File: src/design/fmPkg.sv
package fmPkg;

    // ------------------------------------------------------------
    // Slot geometry
    // ------------------------------------------------------------
    localparam int NumVoices    = 16;
    localparam int NumOperators = 6;
    localparam int NumSlots     = NumVoices * NumOperators;

    // Fetch at t, scaled amplitude at t+4
    localparam int PipeLatency  = 5;

    // ------------------------------------------------------------
    // Encodings
    // ------------------------------------------------------------
    typedef enum logic [1:0] {WaveOff, WaveSquare, WaveSaw} waveType_t;

    typedef enum logic [1:0] {AlgoChain, AlgoParallel, AlgoPairs, AlgoStack} algo_t;

    // Bus opcode, address bits 9:8
    typedef enum logic [1:0] {FieldStep, FieldLevel, FieldWave, FieldVoice} cfgField_t;

    // ------------------------------------------------------------
    // Configuration and pipeline words
    // ------------------------------------------------------------
    typedef struct packed {
        logic [15:0] phaseStep;
        logic [14:0] level;
        waveType_t   wave;
    } operatorCfg_t;

    // Bit 0 is keyOn, bits 2:1 the algorithm
    typedef struct packed {
        algo_t algo;
        logic  keyOn;
    } voiceCfg_t;

    // Routing control, travels alongside the amplitude
    typedef struct packed {
        logic [3:0] voice;
        logic       modLoad;
        logic       modAccum;
        logic       carrier;
        logic       frameEnd;
    } opCtrl_t;

    typedef struct packed {
        logic [15:0] phase;
        logic [14:0] level;
        waveType_t   wave;
    } phaseStage_t;

    // ------------------------------------------------------------
    // Wishbone classic
    // ------------------------------------------------------------
    typedef struct packed {
        logic        cyc;
        logic        stb;
        logic        we;
        logic [9:0]  adr;
        logic [15:0] dat;
    } wbReq_t;

    typedef struct packed {
        logic        ack;
        logic [15:0] dat;
    } wbRsp_t;

endpackage

File: src/design/sampleMixer.sv
`timescale 1ns/1ns

module sampleMixer (
    input  logic               i_Clock,
    input  logic               i_rstN,
    input  logic signed [15:0] i_Amplitude,
    input  fmPkg::opCtrl_t     i_OpCtrl,
    output logic signed [15:0] o_Sample,
    output logic               o_SampleValid
);
    import fmPkg::*;

    // 96 full-scale carriers need 23 bits
    logic signed [23:0] frameSum;
    logic signed [23:0] addend;
    logic signed [20:0] scaled;
    logic               frameDone;

    assign addend = i_OpCtrl.carrier ? {{8{i_Amplitude[15]}}, i_Amplitude} : '0;
    assign scaled = frameSum[23:3];

    always_ff @(posedge i_Clock) begin
        if (!i_rstN) begin
            frameSum      <= '0;
            frameDone     <= 1'b0;
            o_Sample      <= '0;
            o_SampleValid <= 1'b0;
        end else begin
            frameDone     <= i_OpCtrl.frameEnd;
            o_SampleValid <= frameDone;
            // Sum closes on slot 95, next slot starts a fresh frame
            frameSum <= frameDone ? addend : frameSum + addend;
            if (frameDone) begin
                if (scaled > 21'sd32767)       o_Sample <= 16'sd32767;
                else if (scaled < -21'sd32767) o_Sample <= -16'sd32767;
                else                           o_Sample <= scaled[15:0];
            end
        end
    end

endmodule

File: config.mk
export PLATFORM = sky130hd
export DESIGN_NAME = sampleMixer
export DESIGN_NICKNAME = d
export VERILOG_FILES = /design/src/design/fmPkg.sv /design/src/design/sampleMixer.sv
export SDC_FILE = /design/constraint.sdc
export NUM_CORES = 1
export LEC_CHECK = 0
export ABC_AREA = 1
export BUFFER_PORTS_ARGS = -buffer_cell sky130_fd_sc_hd__buf_2
export CAP_MARGIN = 20
export CORE_MARGIN = 1.5
export CORE_UTILIZATION = 45
export DETAILED_ROUTE_END_ITERATION = 10
export PLACE_DENSITY = 0.71
export SLEW_MARGIN = 20
export SYNTH_ARGS = -nofsm -noshare
export SYNTH_HDL_FRONTEND = slang
export SYNTH_SLANG_ARGS = --single-unit
File: constraint.sdc
create_clock -name i_Clock -period 2.2 [get_ports i_Clock]
set_input_delay 0.22 -clock i_Clock [delete_from_list [all_inputs] [get_ports i_Clock]]
set_output_delay 0.22 -clock i_Clock [all_outputs]
set_load 0.005 [all_outputs]
# [Yosys cells after proc, flatten, opt, wreduce, memory -nomap -nowiden]
# Index checks and enable logic that the tools add are counted.
[totals] regBits=42
[op_classes] addsub=1 n_lt_le_gt_ge=2 mux=4
[ops] cell="two-way mux 24 bit" count=2
[ops] cell="two-way mux 16 bit" count=2
[ops] cell="adder 24 bit" count=1
[ops] cell="greater-than comparator 21 x 16 -> 1 bit, second input constant" count=1
[ops] cell="< comparator 21 x 16 -> 1 bit, second input constant" count=1

# [Longest topological paths before layout]
# Gate-level depths: netlist (run 1).
[logic_depth] depth_word=3 mapped_depth=19

# [Worst setup path before layout (run 1)]
# Ideal clock, no wire load.
[synth_timing] kind="input -> register" from="input port i_OpCtrl[1] (netlist bit)" to="register frameSum[22]" arrival_ns=2.114 required_ns=2.066 slack_ns=-0.048 cell_stages=19 path_buffers=2 cell_sequence="buf_6 -> clkbuf_1 -> nand2_1 -> inv_1 -> ha_1 -> inv_1 -> fa_1 -> inv_1 -> nand3_1 -> nand3_1 -> nand2_1 -> nand2_1 -> nand2_1 -> nand2_1 -> nand2_1 -> nand2_1 -> nand2_1 -> nand3_1 -> a21oi_1"
[synth_via] elab_chain_cells=3
[synth_rtl] item="start: declaration" line_no="sampleMixer.sv:7" text="input fmPkg::opCtrl_t i_OpCtrl,"
[synth_rtl] item="two-way mux 24 bit (*)" line_no="sampleMixer.sv:19" text="assign addend = i_OpCtrl.carrier ? {{8{i_Amplitude[15]}}, i_Amplitude} : '0;"
[synth_rtl] item="adder 24 bit" line_no="sampleMixer.sv:32" text="frameSum <= frameDone ? addend : frameSum + addend;"
[synth_rtl] item="two-way mux 24 bit (*)" line_no="sampleMixer.sv:32"
[synth_rtl] item="end signal: assignment" line_no="sampleMixer.sv:32"
[synth_rtl] item="end: declaration" line_no="sampleMixer.sv:14" text="logic signed [23:0] frameSum;"
# Mark *: on every way between the ends. The rest lies on a longest branch, timed or not.
# A chain may end at the register's enable or synchronous reset.

# [Final worst setup path (run 1)]
[layout_timing] from="register frameSum[0]" to="register frameSum[16]"
[layout_via] elab_chain_cells=2
[layout_rtl] item="adder 24 bit" line_no="sampleMixer.sv:32"
[layout_rtl] item="two-way mux 24 bit" line_no="sampleMixer.sv:32"
# No other way between the ends.

==> impl_metrics.tcl, run 1 <==
set metrics [dict create \
    netlist_top_cells_area "sky130_fd_sc_hd__dfxtp_1, sky130_fd_sc_hd__nand2_1, sky130_fd_sc_hd__inv_1" \
    switching_share_pct 33.1 \
    clock_power_share_pct 32.2 \
    layout_common_cells "sky130_fd_sc_hd__nand2_1, sky130_fd_sc_hd__inv_1, sky130_fd_sc_hd__a21oi_1" \
    die_height_um 86.1 \
    htreeDepth 2 \
    place_congestion 0.955 \
    cp.required_ps 2420 \
    power_report.internal_total_uw 1550 \
    post-synth-top-area-cell "sky130_fd_sc_hd__dfxtp_1" \
    dr_total_vias 3263 \
    worst_setup_path_start_kind "flip-flop" \
    detail-route-antenna-nets 0 \
    total_switching_power_uw 768 \
    setup_viol 0 \
    cp_num_buf_inv 2 \
    synth.net_count 549 \
    synth.ff_latch_count 42 \
    critical_path.most_common_cell "sky130_fd_sc_hd__nand3_1" \
    skew_ps 3.82 \
    power-per-cell-area_nw_per_um2 652 \
    vdd.ir_drop.worst_mv 0.378 \
    wl_um 7960 \
    grt_pass1_vias 2987 \
    outcome "complete, no violations" \
    layout-drive-gt1-share_pct 14.9 \
    power.share.combinational_pct 28.7 \
    area.growth.synth_to_final_pct 14.3 \
    worstSetupPathType "reg -> reg" \
    final_nets 591 \
    timing.critical_path.slowest_cell_delay_ps 390 \
    clock_latency_ps 300 \
    drt_first_pass_iters 5 \
    floorplan.core_area_um2 6760 \
    netlist-cell-type-count 31 \
    die_w_um 86.1 \
    timing.final.crit_share_pct 90.7 \
    netlist.area_leader.share_pct 27.0 \
    tritoncts_clock_tree "done" \
    p_leak_uw 0.00205 \
    syn-mean-instance-area_um2 6.14 \
    grt_first_pass_wirelength_um 13600 \
    clock-sinks 42 \
    design.die.area_um2 7420 \
    numPortBuffers 36 \
    grt_setup_unrepaired "false" \
    std_cell_rows 30 \
    drv.max_cap_violation_count 0 \
    final_report_hold_violation_count 0 \
    groute.usage.overall_pct 22.8 \
    period_needed_ps 2000 \
    cts-buffers-inserted 5 \
    drt_first_iter_violations 276 \
    power.share.sequential_pct 39.1 \
    path_delay_family "simple AND/OR/NAND/NOR gates" \
    wl_per_cell_um 12.6 \
    setup.worst_path.end_class "flip-flop" \
    crit_path_cell_trace "ha_1, inv_1, fa_1, inv_1, nand3_1, nand3_2, nand3_1, nand3_1, nand2_1, nand3_1, nand3_1, a21oi_1" \
    max_freq_ghz 0.501 \
    crit_fanout 4 \
    final_common_cell "sky130_fd_sc_hd__nand2_1" \
    max_slew_violation_count 0 \
    worst_hold_path_type "in -> reg" \
    total_power_uw 2320 \
    worst-endpoint-arrival_ps 2220 \
    gr-total-overflow 0 \
    cts_hold_repair.buffers 0 \
    ys.warnings.count 0 \
    number_of_top_level_pins 43 \
    grt_antenna_before_repair 0 \
    syn-instance-count 507 \
    grt_max_degree 35 \
    initial_core_util_pct 46.0 \
    route.detailed.drc 0 \
    syn_area_um2 3110 \
    seq_area_frac_synth_pct 27.0 \
    vias_per_cell 5.18 \
    path_clk_slew_ps 90 \
    cts_max_path_buffers 2 \
    antenna_cells_inserted 0 \
    hpwlAfterDp_um 6140 \
    root_buffer "sky130_fd_sc_hd__clkbuf_8" \
    tightestPinTransition_ps 647 \
    slowest_stage "sky130_fd_sc_hd__fa_1" \
    timing.hold.ws_ps 106 \
    slew_headroom_pct 56.8 \
]
==> layout make-up <==
| class | count | area [um^2] |
|---|---|---|
| Clock buffer | 5 | 68.8 |
| Inverter | 91 | 342 |
| Fill cell | 709 | 3200 |
| Sequential cell | 42 | 841 |
| Tap cell | 80 | 100 |
| Timing Repair Buffer | 51 | 293 |
| Multi-Input combinational cell | 358 | 1840 |
| Clock inverter | 3 | 68.8 |
==> flip-flops by register name, indices dropped and copies added (netlist names) <==
signal	cells
frameDone	1
o_Sample	16
o_SampleValid	1
frameSum	24
==> synthesized netlist by cell type, drive strengths merged <==
cell type and n:
nand4 1, a31oi 2, o21bai 1, inv 91
a211oi 1, xor2 11, nand3 41, ha 15
nand2 156, a21oi 52, clkbuf 8, or2 1
buf 8, nand3b 1, nor4 5, a41oi 2
nor3 4, dfxtp 42, nor2 30, o21ai 31
xnor2 3, fa 1
==> what timing repair did <==
| action | CTS | global route |
|---|---|---|
| setup endpoints to repair | 0 | 3 |
| gates resized for setup | 0 | 2 |
| endpoints found under the hold margin | 0 | 0 |
| buffers inserted | 0 | 0 |
==> metrics by stage <==
| step | instance area (um^2) | std cells | worst slack (ps) | util (%) | TNS, ps |
|---|---|---|---|---|---|
| 6_report | 3560 | 630 | 204 | 52.6 | 0 |
| 5_1_grt | 3560 | 630 | 11.1 | 52.6 | 0 |
| 4_1_cts | 3550 | 630 | 153 | 52.5 | 0 |
| 3_5_place_dp | 3410 | 622 | -0.991 | 50.5 | -0.991 |
| 3_3_place_gp | 3410 | 622 | 30.4 | 50.5 | 0 |
| 2_1_floorplan | 3110 | 507 | 65.6 | - | 0 |
==> power groups by stage <==
stage | sequential, uW | combinational (uW) | clock (uW)
detailed placement | 923 | 653 | 0
finish | 908 | 665 | 746
global placement | 920 | 640 | 0
global route | 916 | 762 | 792
floorplan | 901 | 486 | 0
CTS | 906 | 659 | 760
==> worst reg2reg max path: stages, from the launching register on <==
cell and delay (ps):
sky130_fd_sc_hd__dfxtp_1 330, sky130_fd_sc_hd__ha_1 170, sky130_fd_sc_hd__inv_1 60, sky130_fd_sc_hd__fa_1 390
sky130_fd_sc_hd__inv_1 70, sky130_fd_sc_hd__nand3_1 70, sky130_fd_sc_hd__nand3_2 110, sky130_fd_sc_hd__nand3_1 80
sky130_fd_sc_hd__nand3_1 160, sky130_fd_sc_hd__nand2_1 110, sky130_fd_sc_hd__nand3_1 90, sky130_fd_sc_hd__nand3_1 110
sky130_fd_sc_hd__a21oi_1 160
==> path summary, 6_finish.rpt <==
check / endpoint / slack (ps) / depth (start not counted) / startpoint
worst max-delay path: frameSum[16]$_SDFF_PN0_ / 200 / 12 / frameSum[0]$_SDFF_PN0_
worst min-delay path: frameDone$_SDFF_PN0_ / 110 / 3 / i_OpCtrl[0]
worst max register to register: frameSum[16]$_SDFF_PN0_ / 200 / 12 / frameSum[0]$_SDFF_PN0_
worst min register to register: o_Sample[15]$_SDFFE_PN0P_ / 500 / 2 / o_Sample[15]$_SDFFE_PN0P_
==> routing by layer <==
metal	global-route usage [%]	share of wire [%]
met5	0	0
met1	31.1	49
met2	38.2	44
met3	3.08	5.0
met4	5.57	1.9
==> logic make-up after synthesis <==
family / count (synthesis) / share of synthesized area [%]
flops: 42 / 27.0
compound gates: 89 / 15.0
buf+inv: 107 / 14.0
simple gates: 239 / 33.3
fa+ha+maj: 16 / 6.68
xor+xnor: 14 / 3.94
No activity file was read; power rests on OpenSTA's default activity.
==> run 2: changes to the inputs <==
==> constraint.sdc (replaced) <==
create_clock -name i_Clock -period 2.2 [get_ports i_Clock]
set_input_delay 0.33 -clock i_Clock [delete_from_list [all_inputs] [get_ports i_Clock]]
set_output_delay 0.33 -clock i_Clock [all_outputs]
set_load 0.005 [all_outputs]
==> run 2 against run 1 <==
Net effect:
- die area is the same
- combinational power is 9.2% higher
- hold slack better by 94 ps
- critical endpoint is now frameSum[23]$_SDFF_PN0_
- cell count increased by 2.9%
- non-clock buffer count is 18 higher
- worst setup slack gained 4.3 ps
==> impl_metrics.tcl, run 2 (synthesis results as in run 1) <==
set metrics [dict create \
    outcome "complete, no violations" \
    slew_headroom_pct 65.1 \
    post_dp_cell_area_um2 3550 \
    clock_power_share_pct 25.1 \
    total_power_uw 2180 \
    cp.required_ps 2440 \
    grt_util_met3_pct 2.98 \
    wl_um 8000 \
    groute.usage.overall_pct 22.9 \
    worst-endpoint-arrival_ps 2240 \
    drt_first_pass_iters 5 \
    grt_max_degree 47 \
    place_congestion 0.933 \
    root_buffer "sky130_fd_sc_hd__clkbuf_8" \
    max_slew_violation_count 0 \
    setup.reg_to_reg.worst_slack_ps 210 \
    numPortBuffers 36 \
    fillCellCount 696 \
    critical_path.reg2reg.endpoint "frameSum[18]$_SDFF_PN0_" \
    number_of_top_level_pins 43 \
    wl_per_cell_um 12.3 \
    timing.final.crit_share_pct 90.5 \
    worst_setup_path_start_kind "input pin" \
    pre_cts_worst_setup_slack_ps -80.8 \
    area.growth.synth_to_final_pct 17.9 \
    die_height_um 86.1 \
    grt_antenna_before_repair 0 \
    worstSetupEndpoint "frameSum[23]$_SDFF_PN0_" \
    detail-route-antenna-nets 0 \
    vias_per_cell 5.01 \
    gr-usage-met2_pct 37.9 \
    path_clk_slew_ps 90 \
    htreeDepth 2 \
    antenna_cells_inserted 0 \
    hpwlAfterDp_um 6260 \
    clock-sinks 42 \
    initial_core_util_pct 46.0 \
    largest_register "frameSum" \
    total_switching_power_uw 807 \
    skew_ps 6.60 \
    tritoncts_clock_tree "done" \
    floorplan.core_area_um2 6760 \
    drt_first_iter_violations 189 \
    worst_hold_path_type "in -> reg" \
    cts-buffers-inserted 5 \
    layout-drive-gt1-share_pct 17.8 \
    power.share.combinational_pct 33.2 \
    largestRegisters "frameSum x24, o_Sample x16" \
    tightestPinTransition_ps 524 \
    clock_latency_ps 310 \
    final_nets 609 \
    power_report.internal_total_uw 1380 \
    power.share.sequential_pct 41.7 \
    max_freq_ghz 0.502 \
    power-per-cell-area_nw_per_um2 595 \
    grt_first_pass_wirelength_um 13500 \
    final.setup.worst_slack_ps 209 \
    die_w_um 86.1 \
    largest_register_ffs 24 \
    layout_common_cells "sky130_fd_sc_hd__nand2_1, sky130_fd_sc_hd__inv_1, sky130_fd_sc_hd__a21oi_1" \
    gr-total-overflow 0 \
    period_needed_ps 1990 \
    design.die.area_um2 7420 \
    setup_viol 0 \
    dr_total_vias 3247 \
    critical_path.reg2reg.startpoint "frameSum[0]$_SDFF_PN0_" \
    vdd.ir_drop.worst_mv 0.261 \
    globalRoute.busiestLayer "met2" \
    final_cell_area_um2 3670 \
    groute.layer.met1.usage_pct 30.8 \
    final_common_cell "sky130_fd_sc_hd__nand2_1" \
    crit_fanout 8 \
    std_cell_rows 30 \
    drv.max_cap_violation_count 0 \
    setup.worst_path.end_class "flip-flop" \
    p_leak_uw 0.00211 \
    cts_max_path_buffers 2 \
    reg2regPathDepth 15 \
    worstSetupStartpoint "i_OpCtrl[1]" \
    grt_setup_unrepaired "false" \
    switching_share_pct 36.9 \
    route.detailed.drc 0 \
    grt_pass1_vias 3015 \
    worstSetupPathType "in -> reg" \
    final_report_hold_violation_count 0 \
]
run 2: area by class of cell:
class                   count  area, um^2  share of cell area (%)
flip-flops and latches     42         841                    22.9
well taps                  80         100                    2.73
inverters                  91         342                    9.31
repair buffers             69         428                    11.7
multi-input cells         358        1870                    50.9
clock buffers               5        68.8                    1.88
clock inverters             3        23.8                   0.648
run 2: what timing repair did:
item                                    4_1_cts  5_1_grt
setup buffers                                 0        0
hold buffers                                  0        0
endpoints found under the setup margin        0        1
resized for setup                             0        2
run 2: worst max-delay path: stages:
cell and delay [ps]:
sky130_fd_sc_hd__buf_2 140, sky130_fd_sc_hd__buf_4 170, sky130_fd_sc_hd__nand2_1 70, sky130_fd_sc_hd__inv_1 40, sky130_fd_sc_hd__ha_1 340, sky130_fd_sc_hd__nand2_1 100
sky130_fd_sc_hd__nor2_1 140, sky130_fd_sc_hd__inv_1 70, sky130_fd_sc_hd__nor3_1 130, sky130_fd_sc_hd__nand2_1 100, sky130_fd_sc_hd__nand2_1 120, sky130_fd_sc_hd__nand2_1 100
sky130_fd_sc_hd__nand2_1 70, sky130_fd_sc_hd__nand2_1 50, sky130_fd_sc_hd__nand2_1 60, sky130_fd_sc_hd__nand2_1 60, sky130_fd_sc_hd__a21oi_2 120
run 2: layer usage:
metal	vias to the layer above	wire (um)
li1	1717	-
met1	1430	3930
met2	87	3590
met3	13	332
met4	0	143
met5	-	0
run 2: worst min path at each step:
stage	from	slack (ps)	to	cells past startpoint
floorplan	i_OpCtrl[0]	430	frameDone$_SDFF_PN0_	2
global route	i_OpCtrl[0]	190	frameDone$_SDFF_PN0_	3
detailed placement	o_Sample[15]$_SDFFE_PN0P_	470	o_Sample[15]$_SDFFE_PN0P_	2
CTS	i_OpCtrl[0]	200	frameDone$_SDFF_PN0_	3
finish	i_OpCtrl[0]	200	frameDone$_SDFF_PN0_	3
global placement	o_Sample[15]$_SDFFE_PN0P_	460	o_Sample[15]$_SDFFE_PN0P_	2
run 2: power by group through the flow:
stage	combinational [uW]	sequential (uW)	clock (uW)
floorplan	487	901	0
global placement	696	921	0
detailed placement	713	923	0
CTS	716	905	559
global route	826	919	591
finish	726	910	548
run 2: through the flow:
step / std cells / hold WS [ps] / TNS, ps / utilization [%]
6_report: 648 / 201 / 0 / 54.3
5_1_grt: 648 / 192 / 0 / 54.3
4_1_cts: 648 / 198 / 0 / 53.9
3_5_place_dp: 640 / 466 / -361 / 52.6
3_3_place_gp: 640 / 458 / -72.0 / 52.6
2_1_floorplan: 507 / 428 / 0 / -
==> run 3: changes to the inputs <==
--- a/config.mk
+++ b/config.mk
@@ -11,5 +11,5 @@
 export CORE_MARGIN = 1.5
-export CORE_UTILIZATION = 45
+export CORE_UTILIZATION = 53
 export DETAILED_ROUTE_END_ITERATION = 10
-export PLACE_DENSITY = 0.71
+export PLACE_DENSITY = 0.81
 export SLEW_MARGIN = 20
--- a/constraint.sdc
+++ b/constraint.sdc
@@ -3,2 +3,2 @@
 set_output_delay 0.33 -clock i_Clock [all_outputs]
-set_load 0.005 [all_outputs]
+set_load 0.1 [all_outputs]
==> run 3 against run 2 <==
Net effect:
- count of clock-buffer cells in the layout rose by 1
- sequential cell count unchanged
- clock skew about the same
- critical endpoint is now frameSum[16]$_SDFF_PN0_
- clock power is 13% higher
- total power increased by 11%
==> impl_metrics.tcl, run 3 (synthesis results as in run 1) <==
set metrics [dict create \
    std_cell_rows 27 \
    area.growth.synth_to_final_pct 17.5 \
    wl_per_cell_um 12.4 \
    worst-endpoint-arrival_ps 2240 \
    grt_max_degree 47 \
    timing.hold.ws_ps 218 \
    wl_um 7950 \
    largest_register "frameSum" \
    layout-drive-gt1-share_pct 17.4 \
    route.detailed.drc 0 \
    initial_core_util_pct 55.8 \
    final_nets 609 \
    die_height_um 79.6 \
    tritoncts_clock_tree "done" \
    largest_register_ffs 24 \
    antenna_cells_inserted 0 \
    cts-buffers-inserted 5 \
    slew_headroom_pct 53.5 \
    drt_first_iter_violations 349 \
    layout_common_cells "sky130_fd_sc_hd__nand2_1, sky130_fd_sc_hd__inv_1, sky130_fd_sc_hd__a21oi_1" \
    grt_setup_unrepaired "false" \
    design.die.area_um2 6340 \
    clock-sinks 42 \
    vias_per_cell 5.20 \
    skew_ps 6.66 \
    floorplan.core_area_um2 5570 \
    groute.usage.overall_pct 27.3 \
    grt_pass1_vias 3099 \
    vdd.ir_drop.worst_mv 0.421 \
    tightestPinTransition_ps 697 \
    grt_first_pass_wirelength_um 13800 \
    largestRegisters "frameSum x24, o_Sample x16" \
    place.detailed.instances 632 \
    clock_latency_ps 300 \
    final_report_hold_violation_count 0 \
    max_freq_ghz 0.493 \
    worst_hold_path_type "in -> reg" \
    htreeDepth 2 \
    detail-route-antenna-nets 0 \
    grt_antenna_before_repair 0 \
    outcome "complete, no violations" \
    final_cell_area_um2 3650 \
    drv.max_cap_violation_count 0 \
    worstSetupPathType "reg -> reg" \
    dr_total_vias 3330 \
    worst_setup_path_start_kind "flip-flop" \
    timing.final.crit_share_pct 92.2 \
    root_buffer "sky130_fd_sc_hd__clkbuf_8" \
    postLayoutCoreUtil_pct 65.5 \
    hpwlAfterDp_um 6220 \
    die_w_um 79.6 \
    setup_viol 0 \
    cts_max_path_buffers 2 \
    period_needed_ps 2030 \
    drt_first_pass_iters 5 \
    p_leak_uw 0.00213 \
    power-per-cell-area_nw_per_um2 663 \
    number_of_top_level_pins 43 \
    max_slew_violation_count 0 \
    numPortBuffers 36 \
    setup.worst_path.end_class "flip-flop" \
    gr-total-overflow 0 \
    fillCellCount 524 \
    place_congestion 0.906 \
    cp.required_ps 2410 \
    path_clk_slew_ps 80 \
    final-instance-count-excl-fill 640 \
    post_dp_cell_area_um2 3540 \
    crit_fanout 4 \
    final_common_cell "sky130_fd_sc_hd__nand2_1" \
]
## run 3: cell types whose count changed in the layout (fill, tap and decap cells not counted), sizes merged
cell      delta
bufinv       +1
clkinvlp     -1
inv          -1
clkbuf       +1
## run 3: critical path: stages (launching register included)
cell,delay [ps]
sky130_fd_sc_hd__dfxtp_1,320
sky130_fd_sc_hd__ha_1,170
sky130_fd_sc_hd__inv_1,60
sky130_fd_sc_hd__fa_1,390
sky130_fd_sc_hd__inv_1,70
sky130_fd_sc_hd__nand3_1,80
sky130_fd_sc_hd__nand3_2,110
sky130_fd_sc_hd__nand3_1,90
sky130_fd_sc_hd__nand3_1,160
sky130_fd_sc_hd__nand2_1,110
sky130_fd_sc_hd__nand3_1,80
sky130_fd_sc_hd__nand3_1,110
sky130_fd_sc_hd__a21oi_1,200
## run 3: path summary, 6_finish.rpt
check                            start                        end  slack (ps)  cells past startpoint
max             frameSum[0]$_SDFF_PN0_    frameSum[16]$_SDFF_PN0_         170                     12
min                        i_OpCtrl[0]       frameDone$_SDFF_PN0_         220                      3
max reg2reg     frameSum[0]$_SDFF_PN0_    frameSum[16]$_SDFF_PN0_         170                     12
min reg2reg  o_Sample[15]$_SDFFE_PN0P_  o_Sample[15]$_SDFFE_PN0P_         480                      2
## run 3: cell type report
cell class              count  area (um^2)  share of cell area, %
multi-input cells         358         1840                   50.4
clock buffers               6         72.6                   1.99
inverters                  91          342                   9.35
clock inverters             2         37.5                   1.03
repair buffers             69          428                   11.7
well taps                  72         90.1                   2.47
flip-flops and latches     42          841                   23.0
## run 3: layer usage
metal  vias up  wire length, um  global-route usage (%)
met4         0              116                    7.37
li1       1717                -                       -
met2       110             3660                    45.8
met5         -                0                       0
met1      1491             3600                    36.0
met3        12              584                    4.46
## run 3: power by group
group | total, uW | switching, uW | internal, uW
combinational | 895 | 591 | 304
clock | 620 | 281 | 339
sequential | 908 | 70.4 | 838
## run 3: timing repair
action | in CTS | in global routing
buffers inserted | 0 | 0
gates resized for setup | 0 | 1
hold buffers | 0 | 0
endpoints found under the setup margin | 0 | 1
## run 3: per-stage QoR
step / TNS, ps / power [uW] / worst slack, ps
2_1_floorplan: 0 / 1560 / 12.4
3_5_place_dp: -456 / 1810 / -107
4_1_cts: 0 / 2410 / 170
5_1_grt: 0 / 2560 / 7.38
3_3_place_gp: -73.5 / 1780 / -30.7
6_report: 0 / 2420 / 171
